<file path="config.mk">
export PLATFORM = sky130hd
export DESIGN_NAME = axi_slv_wr
export DESIGN_NICKNAME = d
export VERILOG_FILES = /design/src/axi_pkg.sv /design/src/slv_pkg.sv /design/src/wr_ifs.sv /design/src/axi_slv_wr.sv /design/src/burst_addr_gen.sv /design/src/sync_fifo.sv /design/src/wr_burst_ctrl.sv
export SDC_FILE = /design/constraint.sdc
export NUM_CORES = 1
export LEC_CHECK = 0
export BUFFER_PORTS_ARGS = -buffer_cell sky130_fd_sc_hd__buf_2
export CAP_MARGIN = 10
export CORE_MARGIN = 2
export CORE_UTILIZATION = 45
export CTS_CLUSTER_SIZE = 25
export DETAILED_ROUTE_END_ITERATION = 8
export PLACE_DENSITY = 0.72
export SYNTH_ARGS = -nofsm -noshare
export SYNTH_HDL_FRONTEND = slang
export SYNTH_SLANG_ARGS = --single-unit
export TNS_END_PERCENT = 10
</file>
<file path="constraint.sdc">
create_clock -name clk -period 9.5 [get_ports clk]
set_clock_uncertainty 0.15 [all_clocks]
set_input_delay 0.475 -clock clk [delete_from_list [all_inputs] [get_ports clk]]
set_output_delay 0.475 -clock clk [all_outputs]
set_load 0.02 [all_outputs]
</file>
<file path="src/axi_pkg.sv">
// AXI4 write-channel widths and codes; WRAP and RESERVED decode but are walked as INCR
package axi_pkg;

    // ----------------------------------------------------------------------
    // Field widths of the AW and B channels
    // ----------------------------------------------------------------------

    // AWLEN holds beats minus one
    localparam int LEN_W   = 8;
    // AWSIZE is log2 of the bytes per beat
    localparam int SIZE_W  = 3;
    localparam int BURST_W = 2;
    localparam int RESP_W  = 2;

    // ----------------------------------------------------------------------
    // Burst types and response codes
    // ----------------------------------------------------------------------

    // Encodings follow the AXI4 AWBURST field
    typedef enum logic [BURST_W-1:0] {
        FIXED    = 2'b00,
        INCR     = 2'b01,
        WRAP     = 2'b10,
        RESERVED = 2'b11
    } burst_t;

    // Only OKAY and SLVERR are ever returned
    localparam logic [RESP_W-1:0] RESP_OKAY   = 2'b00;
    localparam logic [RESP_W-1:0] RESP_SLVERR = 2'b10;

endpackage

</file>
<file path="src/slv_pkg.sv">
// Slave-side constants; the page check needs an address wider than PAGE_BIT
package slv_pkg;

    // ----------------------------------------------------------------------
    // Address map
    // ----------------------------------------------------------------------

    // Lowest address bit above a 4 KB page
    localparam int PAGE_BIT = 12;

    // ----------------------------------------------------------------------
    // Burst phase of the write controller
    // ----------------------------------------------------------------------

    // FIRST issues the first beat, and single-beat bursts finish there
    // BURST issues the remaining beats one per cycle
    // BRESP waits for room in the response buffer
    // IDLE is only seen for one cycle after reset
    typedef enum logic [1:0] {
        FIRST = 2'b00,
        BURST = 2'b01,
        BRESP = 2'b10,
        IDLE  = 2'b11
    } phase_t;

endpackage

</file>
<file path="src/wr_ifs.sv">
// Internal buffer links; pop is legal only with avail high, push only with full low
`timescale 1ns/1ps

// Head entry of the address buffer
interface aw_entry_if import axi_pkg::*; #(
    parameter int ID_W   = 4,
    parameter int ADDR_W = 32
);
    logic [ID_W-1:0]   id;
    logic [ADDR_W-1:0] addr;
    logic [LEN_W-1:0]  len;
    logic [SIZE_W-1:0] size;
    burst_t            burst;
    // Buffer not empty
    logic              avail;
    // One-cycle consume of the head entry
    logic              pop;

    modport fifo (output id, addr, len, size, burst, avail, input pop);
    modport ctrl (input id, addr, len, size, burst, avail, output pop);
endinterface

// Head beat of the data buffer
interface w_entry_if #(
    parameter int DATA_W = 32
);
    logic [DATA_W-1:0]   data;
    logic [DATA_W/8-1:0] strb;
    logic                last;
    logic                avail;
    logic                pop;

    modport fifo (output data, strb, last, avail, input pop);
    modport ctrl (input data, strb, last, avail, output pop);
endinterface

// Write side of the response buffer
interface b_push_if import axi_pkg::*; #(
    parameter int ID_W = 4
);
    logic [ID_W-1:0]   id;
    logic [RESP_W-1:0] resp;
    logic              push;
    // Response buffer has no room
    logic              full;

    modport fifo (input id, resp, push, output full);
    modport ctrl (output id, resp, push, input full);
endinterface
</file>
<file path="src/axi_slv_wr.sv">
// AXI4 write slave, single clock, in-order responses, OKAY/SLVERR only, no WRAP
`timescale 1ns/1ps

module axi_slv_wr import axi_pkg::*; #(
    parameter int DATA_W   = 32,
    parameter int ADDR_W   = 32,
    parameter int ID_W     = 4,
    parameter int AW_DEPTH = 4,
    parameter int W_DEPTH  = 16,
    parameter int B_DEPTH  = 4
) (
    input  logic                clk,
    input  logic                rst_n,
    // AW channel
    input  logic [ID_W-1:0]     aw_id,
    input  logic [ADDR_W-1:0]   aw_addr,
    input  logic [LEN_W-1:0]    aw_len,
    input  logic [SIZE_W-1:0]   aw_size,
    input  logic [BURST_W-1:0]  aw_burst,
    input  logic                aw_valid,
    output logic                aw_ready,
    // W channel
    input  logic [DATA_W-1:0]   w_data,
    input  logic [DATA_W/8-1:0] w_strb,
    input  logic                w_last,
    input  logic                w_valid,
    output logic                w_ready,
    // B channel
    output logic [ID_W-1:0]     b_id,
    output logic [RESP_W-1:0]   b_resp,
    output logic                b_valid,
    input  logic                b_ready,
    // User side
    input  logic                grant,
    output logic [ID_W-1:0]     m_id,
    output logic [LEN_W-1:0]    m_len,
    output logic [SIZE_W-1:0]   m_size,
    output logic [BURST_W-1:0]  m_burst,
    output logic [ADDR_W-1:0]   m_addr,
    output logic [DATA_W-1:0]   m_data,
    output logic [DATA_W/8-1:0] m_strb,
    output logic                m_last,
    output logic                m_we,
    output logic                error_4kb
);

    // Buffer word widths
    localparam int STRB_W   = DATA_W / 8;
    localparam int AW_WIDTH = ID_W + ADDR_W + LEN_W + SIZE_W + BURST_W;
    localparam int W_WIDTH  = DATA_W + STRB_W + 1;
    localparam int B_WIDTH  = ID_W + RESP_W;

    logic [AW_WIDTH-1:0] aw_word;
    logic [W_WIDTH-1:0]  w_word;
    logic                aw_full;
    logic                aw_empty;
    logic                w_full;
    logic                w_empty;
    logic                b_empty;

    aw_entry_if #(.ID_W(ID_W), .ADDR_W(ADDR_W)) aw_if ();
    w_entry_if  #(.DATA_W(DATA_W))              w_if ();
    b_push_if   #(.ID_W(ID_W))                  b_if ();

    // ----------------------------------------------------------------------
    // AXI handshakes
    // ----------------------------------------------------------------------
    assign aw_ready = !aw_full;
    assign w_ready  = !w_full;
    assign b_valid  = !b_empty;

    // Head entries unpacked for the controller
    assign {aw_if.id, aw_if.addr, aw_if.len, aw_if.size} = aw_word[AW_WIDTH-1:BURST_W];
    assign aw_if.burst = burst_t'(aw_word[BURST_W-1:0]);
    assign aw_if.avail = !aw_empty;
    assign {w_if.data, w_if.strb, w_if.last} = w_word;
    assign w_if.avail  = !w_empty;

    // ----------------------------------------------------------------------
    // Buffers
    // ----------------------------------------------------------------------
    sync_fifo #(.WIDTH(AW_WIDTH), .DEPTH(AW_DEPTH)) aw_buffer (
        .clk   (clk),
        .rst_n (rst_n),
        .push  (aw_valid && aw_ready),
        .pop   (aw_if.pop),
        .din   ({aw_id, aw_addr, aw_len, aw_size, aw_burst}),
        .dout  (aw_word),
        .full  (aw_full),
        .empty (aw_empty)
    );

    sync_fifo #(.WIDTH(W_WIDTH), .DEPTH(W_DEPTH)) w_buffer (
        .clk   (clk),
        .rst_n (rst_n),
        .push  (w_valid && w_ready),
        .pop   (w_if.pop),
        .din   ({w_data, w_strb, w_last}),
        .dout  (w_word),
        .full  (w_full),
        .empty (w_empty)
    );

    // Responses leave in the order the controller pushed them
    sync_fifo #(.WIDTH(B_WIDTH), .DEPTH(B_DEPTH)) b_buffer (
        .clk   (clk),
        .rst_n (rst_n),
        .push  (b_if.push),
        .pop   (b_valid && b_ready),
        .din   ({b_if.id, b_if.resp}),
        .dout  ({b_id, b_resp}),
        .full  (b_if.full),
        .empty (b_empty)
    );

    wr_burst_ctrl #(
        .DATA_W (DATA_W),
        .ADDR_W (ADDR_W),
        .ID_W   (ID_W)
    ) u_ctrl (
        .clk       (clk),
        .rst_n     (rst_n),
        .grant     (grant),
        .aw        (aw_if),
        .w         (w_if),
        .b         (b_if),
        .m_id      (m_id),
        .m_len     (m_len),
        .m_size    (m_size),
        .m_burst   (m_burst),
        .m_addr    (m_addr),
        .m_data    (m_data),
        .m_strb    (m_strb),
        .m_last    (m_last),
        .m_we      (m_we),
        .error_4kb (error_4kb)
    );

endmodule

</file>
<file path="src/burst_addr_gen.sv">
// Beat address for FIXED and INCR (WRAP walks as INCR); a page crossing holds the address
`timescale 1ns/1ps

module burst_addr_gen import axi_pkg::*, slv_pkg::*; #(
    parameter int ADDR_W = 32
) (
    input  logic              clk,
    input  logic              rst_n,
    input  logic              first,
    input  logic              beat,
    input  logic [ADDR_W-1:0] start_addr,
    input  logic [LEN_W-1:0]  len,
    input  logic [SIZE_W-1:0] size,
    input  burst_t            burst,
    output logic [ADDR_W-1:0] addr,
    output logic              last_beat,
    output logic              cross_4kb
);

    logic [ADDR_W-1:0] cur_addr;
    logic [LEN_W-1:0]  beat_cnt;
    logic [ADDR_W-1:0] align_mask;
    logic [ADDR_W-1:0] step;
    logic [ADDR_W-1:0] base_addr;
    logic [ADDR_W-1:0] cand_addr;
    logic [ADDR_W-1:0] next_addr;
    logic              leaves_page;

    // ----------------------------------------------------------------------
    // Current beat
    // ----------------------------------------------------------------------

    // First beat uses the raw start, which may be unaligned
    assign addr = first ? start_addr : cur_addr;

    // Beats seen so far against AWLEN
    assign last_beat = first ? (len == '0) : (beat_cnt == len);

    // ----------------------------------------------------------------------
    // Next address
    // ----------------------------------------------------------------------

    // Low address bits cleared up to the transfer size
    assign align_mask = {ADDR_W{1'b1}} << size;
    // Bytes per beat
    assign step = ADDR_W'(1) << size;

    // Only the first step aligns, later addresses are aligned already
    assign base_addr = first ? (start_addr & align_mask) : cur_addr;

    // FIXED repeats the start address unchanged on every beat
    assign cand_addr = (burst == FIXED) ? addr : base_addr + step;

    // Page of the candidate against the page of the start
    assign leaves_page = cand_addr[ADDR_W-1:PAGE_BIT] != start_addr[ADDR_W-1:PAGE_BIT];

    // Stay at the page edge instead of stepping out
    assign next_addr = leaves_page ? addr : cand_addr;

    // No following beat means no real crossing
    assign cross_4kb = leaves_page && !last_beat;

    // Advance once per issued beat
    always_ff @(posedge clk or negedge rst_n) begin
        if (!rst_n) begin
            cur_addr <= '0;
            beat_cnt <= '0;
        end else if (beat) begin
            cur_addr <= next_addr;
            beat_cnt <= first ? LEN_W'(1) : beat_cnt + 1'b1;
        end
    end

endmodule

</file>
<file path="src/sync_fifo.sv">
// Show-ahead FIFO on one clock; push when full and pop when empty are dropped
`timescale 1ns/1ps

module sync_fifo #(
    parameter int WIDTH = 8,
    parameter int DEPTH = 4
) (
    input  logic             clk,
    input  logic             rst_n,
    input  logic             push,
    input  logic             pop,
    input  logic [WIDTH-1:0] din,
    output logic [WIDTH-1:0] dout,
    output logic             full,
    output logic             empty
);

    localparam int PTR_W = (DEPTH > 1) ? $clog2(DEPTH) : 1;
    localparam int CNT_W = $clog2(DEPTH + 1);

    logic [WIDTH-1:0] mem [DEPTH];
    logic [PTR_W-1:0] wr_ptr;
    logic [PTR_W-1:0] rd_ptr;
    logic [CNT_W-1:0] count;
    logic             do_push;
    logic             do_pop;

    // Qualified requests
    assign do_push = push && !full;
    assign do_pop  = pop && !empty;

    assign full  = (count == CNT_W'(DEPTH));
    assign empty = (count == '0);

    // Head word straight from storage, no read latency
    assign dout = mem[rd_ptr];

    // ----------------------------------------------------------------------
    // Pointers and occupancy
    // ----------------------------------------------------------------------
    always_ff @(posedge clk or negedge rst_n) begin
        if (!rst_n) begin
            wr_ptr <= '0;
            rd_ptr <= '0;
            count  <= '0;
        end else begin
            // Pointers wrap at DEPTH, so any depth works
            if (do_push) begin
                wr_ptr <= (wr_ptr == PTR_W'(DEPTH - 1)) ? '0 : wr_ptr + 1'b1;
            end
            if (do_pop) begin
                rd_ptr <= (rd_ptr == PTR_W'(DEPTH - 1)) ? '0 : rd_ptr + 1'b1;
            end
            // Simultaneous push and pop leaves count alone
            if (do_push && !do_pop) begin
                count <= count + 1'b1;
            end else if (do_pop && !do_push) begin
                count <= count - 1'b1;
            end
        end
    end

    // Storage
    always_ff @(posedge clk) begin
        if (do_push) begin
            mem[wr_ptr] <= din;
        end
    end

endmodule

</file>
<file path="src/wr_burst_ctrl.sv">
// In-order burst walker; one beat per cycle while data is buffered and grant is high
`timescale 1ns/1ps

module wr_burst_ctrl import axi_pkg::*, slv_pkg::*; #(
    parameter int DATA_W = 32,
    parameter int ADDR_W = 32,
    parameter int ID_W   = 4
) (
    input  logic                clk,
    input  logic                rst_n,
    input  logic                grant,
    aw_entry_if.ctrl            aw,
    w_entry_if.ctrl             w,
    b_push_if.ctrl              b,
    output logic [ID_W-1:0]     m_id,
    output logic [LEN_W-1:0]    m_len,
    output logic [SIZE_W-1:0]   m_size,
    output burst_t              m_burst,
    output logic [ADDR_W-1:0]   m_addr,
    output logic [DATA_W-1:0]   m_data,
    output logic [DATA_W/8-1:0] m_strb,
    output logic                m_last,
    output logic                m_we,
    output logic                error_4kb
);

    // Widest legal AWSIZE for this bus
    localparam logic [SIZE_W-1:0] MAX_SIZE = SIZE_W'($clog2(DATA_W / 8));

    phase_t            phase;
    phase_t            phase_nxt;
    logic [ID_W-1:0]   lat_id;
    logic [ADDR_W-1:0] lat_addr;
    logic [LEN_W-1:0]  lat_len;
    logic [SIZE_W-1:0] lat_size;
    burst_t            lat_burst;
    logic              in_first;
    logic              first_go;
    logic              burst_go;
    logic              last_go;
    logic              last_beat;
    logic              cross_4kb;
    logic [ADDR_W-1:0] start_addr;

    // ----------------------------------------------------------------------
    // Beat issue
    // ----------------------------------------------------------------------
    assign in_first = (phase == FIRST);

    // First beat needs the address entry and a data beat together
    assign first_go = in_first && aw.avail && w.avail && grant;
    assign burst_go = (phase == BURST) && w.avail && grant;

    assign aw.pop = first_go;
    assign w.pop  = first_go || burst_go;
    assign m_we   = w.pop;

    // Final beat of the burst by the AWLEN count
    assign last_go = m_we && last_beat;

    // Live head in FIRST, latched entry afterwards
    assign m_id       = in_first ? aw.id    : lat_id;
    assign m_len      = in_first ? aw.len   : lat_len;
    assign m_size     = in_first ? aw.size  : lat_size;
    assign m_burst    = in_first ? aw.burst : lat_burst;
    assign start_addr = in_first ? aw.addr  : lat_addr;

    assign m_data    = w.data;
    assign m_strb    = m_we ? w.strb : '0;
    assign m_last    = m_we ? w.last : 1'b0;
    assign error_4kb = m_we && cross_4kb;

    // ----------------------------------------------------------------------
    // Response
    // ----------------------------------------------------------------------
    assign b.id   = m_id;
    // Beat wider than the bus
    assign b.resp = (m_size > MAX_SIZE) ? RESP_SLVERR : RESP_OKAY;
    assign b.push = !b.full && (last_go || phase == BRESP);

    // ----------------------------------------------------------------------
    // Phase machine
    // ----------------------------------------------------------------------
    always_comb begin
        phase_nxt = phase;
        case (phase)
            FIRST: begin
                if (last_go) begin
                    phase_nxt = b.full ? BRESP : FIRST;
                end else if (first_go) begin
                    phase_nxt = BURST;
                end
            end
            BURST: begin
                if (last_go) begin
                    phase_nxt = b.full ? BRESP : FIRST;
                end
            end
            BRESP:   phase_nxt = b.full ? BRESP : FIRST;
            IDLE:    phase_nxt = FIRST;
            default: phase_nxt = IDLE;
        endcase
    end

    always_ff @(posedge clk or negedge rst_n) begin
        if (!rst_n) begin
            phase <= IDLE;
        end else begin
            phase <= phase_nxt;
        end
    end

    // Hold the entry for the rest of the burst
    always_ff @(posedge clk) begin
        if (aw.pop) begin
            lat_id    <= aw.id;
            lat_addr  <= aw.addr;
            lat_len   <= aw.len;
            lat_size  <= aw.size;
            lat_burst <= aw.burst;
        end
    end

    burst_addr_gen #(
        .ADDR_W (ADDR_W)
    ) u_addr_gen (
        .clk        (clk),
        .rst_n      (rst_n),
        .first      (in_first),
        .beat       (m_we),
        .start_addr (start_addr),
        .len        (m_len),
        .size       (m_size),
        .burst      (m_burst),
        .addr       (m_addr),
        .last_beat  (last_beat),
        .cross_4kb  (cross_4kb)
    );

endmodule

</file>
==> run metrics <==
Port Buffers=187; P_leak=14.65 nW; Worst Setup Start Kind=flip-flop; DR vias/cell=5.867; CTS sink cnt=914; Post-synth EDFFs=845; synth top area cells=edfxtp_1, mux4_2, dfrtp_1; crit-path max FO=58; Synth top area share=67.17%; data arrival time of the worst path=8.14 ns; final net count=2397; ys flop type=edfxtp_1; slew margin rel.=27.65%; Yosys reg bits=a little over 900; Tcrit/Tclk final=92.26%; area growth from synthesis to layout=16.33%; layout cells sized above 1=28.72%; RePlAce Congestion=0.8956; Crit. End Element=primary output; syn_area_per_cell=19.11 um^2; Post-Syn Nets=2107; crit path from=u_ctrl.phase[1]$_DFFE_PN1P_; Setup violations, final=0; placed cell area=0.04001 mm^2; Iteration-0 DRC Markers=approximately 1800; total die area=0.08628 mm^2; Die H=293.7 um; status=complete, no violations; vias in the first global route=20750; GRT Util Overall=around 20%; required time of the critical path=8.88 ns; Initial DRT Pass Iterations=6; core region area=0.08342 mm^2; FP Rows=about 110; Post-synth top cells=edfxtp_1, mux4_2, nand2_1; # Max-Cap Violations=0; initial core utilization=a little under half; CTS buffer count=93; htree depth=3; Final min period=roughly 9 ns; Cell Area, Synth=approximately 0.038 mm^2; RSZ-0062 raised after global routing=no; CTS tree=done; Die Wd=293.7 um; Synth Instances=1977; Crit Path Class=flip-flop to primary output; synth unique cells=88; initial antenna violation count=8; final hold vios=0; count leader, synth=edfxtp_1; worst hold path startpoint=w_data[2]; Worst Hold Class=primary input to flip-flop; largest net degree at the start of global routing=113; Final Max Tran Viols=0; fraction of registers with async set/reset=7.549%; DRC=0; register area share after synthesis=between 70% and 80%; Ys Warns=0; Fin Hold WS=0.04774 ns; Bufs on Longest Clock Path=3; Design Area, Final=0.04394 mm^2; Vias=20110; total wire length=86.48 mm; total grt overflow=0; Max IR drop VDD=0.2185 mV; post-DP HPWL=50.10 mm; pwr dens=333.8 mW/mm^2; first-pass GRT wire length=130.1 mm; postcts setup bufs=0; clock root buffer=clkbuf_16; WL/cell=roughly 25 um; area leader, netlist=edfxtp_1; Non-Filler Instances=3427; Post-DRT Antenna Nets=0; # IOs=between 150 and 200; CTS clk-pin slew, worst paths=roughly 0.060 ns; total negative setup slack=0 ns; Clock Latency Late Sink=0.68 ns; worst r2r src=u_ctrl.phase[1]$_DFFE_PN1P_; measured slew at the worst slew-check pin=1.085 ns; f_max=114.1 MHz; placed cells=approximately 3200
## power by group
| group | leakage (nW) | internal (W) | total (W) | switching (W) |
|---|---|---|---|---|
| combinational | 4.64 | 0.00218 | 0.00538 | 0.00319 |
| clock | 1.53 | 0.00217 | 0.00372 | 0.00155 |
| sequential | 8.48 | 0.00511 | 0.00558 | 0.000463 |
| total | 14.6 | 0.00946 | 0.0147 | 0.00521 |
## layer usage
metal	up-vias	part of all wire (%)	global-route usage, %
met5	-	0.060	0
met4	8	2.1	5.637
met3	140	7.4	3.527
met2	822	49	33.37
met1	10520	41	27.61
li1	8613	-	-
## worst max-delay path, stage by stage (launching register included)
cell and delay (ns):
dfstp_2 0.39, inv_1 0.14, ha_4 0.67, inv_1 0.67, a21oi_1 0.64, nand2b_1 0.14, nor2_1 0.13, ha_1 0.20
inv_1 0.07, fa_1 0.45, nor2b_1 0.16, o31a_1 0.18, o2111ai_1 0.48, a2111oi_1 0.80, nand4_1 0.21, a211oi_1 0.31
nand4bb_1 0.20, nor3_4 0.67, nand2_2 0.43, and3_1 0.35, buf_2 0.16
## metrics by stage
| stage | util [%] | power, W | setup slack, ns |
|---|---|---|---|
| 6_report | 52.68 | 0.01467 | 0.7351 |
| 5_1_grt | 52.67 | 0.01537 | 0.1397 |
| 4_1_cts | 52.66 | 0.01478 | 0.7709 |
| 3_5_place_dp | 47.96 | 0.01101 | 1.517 |
| 3_3_place_gp | 47.96 | 0.01092 | 1.543 |
| 2_1_floorplan | - | 0.009329 | 2.231 |
## cells in the final DEF (no fill, tap or decap), types with 8 or more instances in the layout
| cell | instances |
|---|---|
| o31ai_1 | 8 |
| edfxtp_1 | 845 |
| mux4_2 | 228 |
| buf_2 | 186 |
| clkbuf_16 | 93 |
| nor4_1 | 17 |
| clkinv_2 | 14 |
| nor2b_1 | 10 |
| and2_1 | 19 |
| dfrtp_1 | 61 |
| dlygate4sd3_1 | 75 |
| o21a_1 | 10 |
| o21ai_0 | 35 |
| nand2_1 | 98 |
| buf_4 | 29 |
| nand2b_1 | 15 |
| a21o_1 | 10 |
| xor2_1 | 28 |
| xnor2_1 | 36 |
| a31oi_1 | 8 |
| clkbuf_1 | 22 |
| nand3_1 | 29 |
| nor2_1 | 57 |
| mux2_2 | 36 |
| inv_1 | 36 |
| nor3_1 | 27 |
| ha_1 | 33 |
| bufinv_16 | 12 |
| mux2i_1 | 35 |
| clkinv_1 | 14 |
| nor2_4 | 12 |
| nand4_1 | 11 |
| a21oi_1 | 34 |
## state kept, by name (all words and copies together) (netlist names), 4 cells and up
register                    flops
u_ctrl.u_addr_gen.beat_cnt      8
w_buffer.count                  5
u_ctrl.lat_addr                20
w_buffer.rd_ptr                 4
b_buffer.mem                   20
u_ctrl.lat_id                   4
w_buffer.wr_ptr                 4
u_ctrl.u_addr_gen.cur_addr     32
w_buffer.mem                  592
u_ctrl.lat_len                  8
aw_buffer.mem                 196
## final cells by class
type / count / area (um^2)
Fill cell: 6430 / 39480
Sequential cell: 914 / 27120
Multi-Input combinational cell: 929 / 10220
Clock buffer: 116 / 2424
Timing Repair Buffer: 291 / 1919
Tap cell: 1080 / 1351
Clock inverter: 55 / 753.2
Inverter: 38 / 143.9
Antenna cell: 4 / 10.01
## cells by family (layout without fill, tap and decap cells)
kind of cell | count (synthesis) | count (layout) | share of synthesized area, %
flip-flops | 914 | 914 | 71.75
AND/OR/NAND/NOR | 346 | 346 | 4.637
multiplexers | 303 | 303 | 15.80
AO/OA/AOI/OAI | 177 | 177 | 3.445
buffers and inverters | 134 | 500 | 1.540
XOR/XNOR | 64 | 64 | 1.484
adder cells (fa/ha/maj) | 38 | 38 | 1.338
other | 1 | 5 | 0.009927
## final timing paths
path,endpoint,slack (ns),cells past startpoint
setup / recovery,error_4kb,0.74,20
hold / removal,w_buffer.mem[8][7]$_DFFE_PP_,0.05,1
min in group asynchronous,w_buffer.wr_ptr[0]$_DFFE_PN0P_,0.35,2
max in group asynchronous,aw_buffer.rd_ptr[0]$_DFFE_PN0P_,8.07,2
setup reg to reg,u_ctrl.u_addr_gen.cur_addr[6]$_DFFE_PN0P_,1.64,20
hold reg to reg,b_buffer.count[2]$_DFFE_PN0P_,0.35,1
## timing repair
| action | in CTS | in global routing |
|---|---|---|
| hold endpoints to repair | 608 | 0 |
| hold buffers | 75 | 0 |
| endpoints found under the setup margin | 0 | 0 |
| resized for setup | 0 | 0 |
Power figures use the tool's default switching activity.
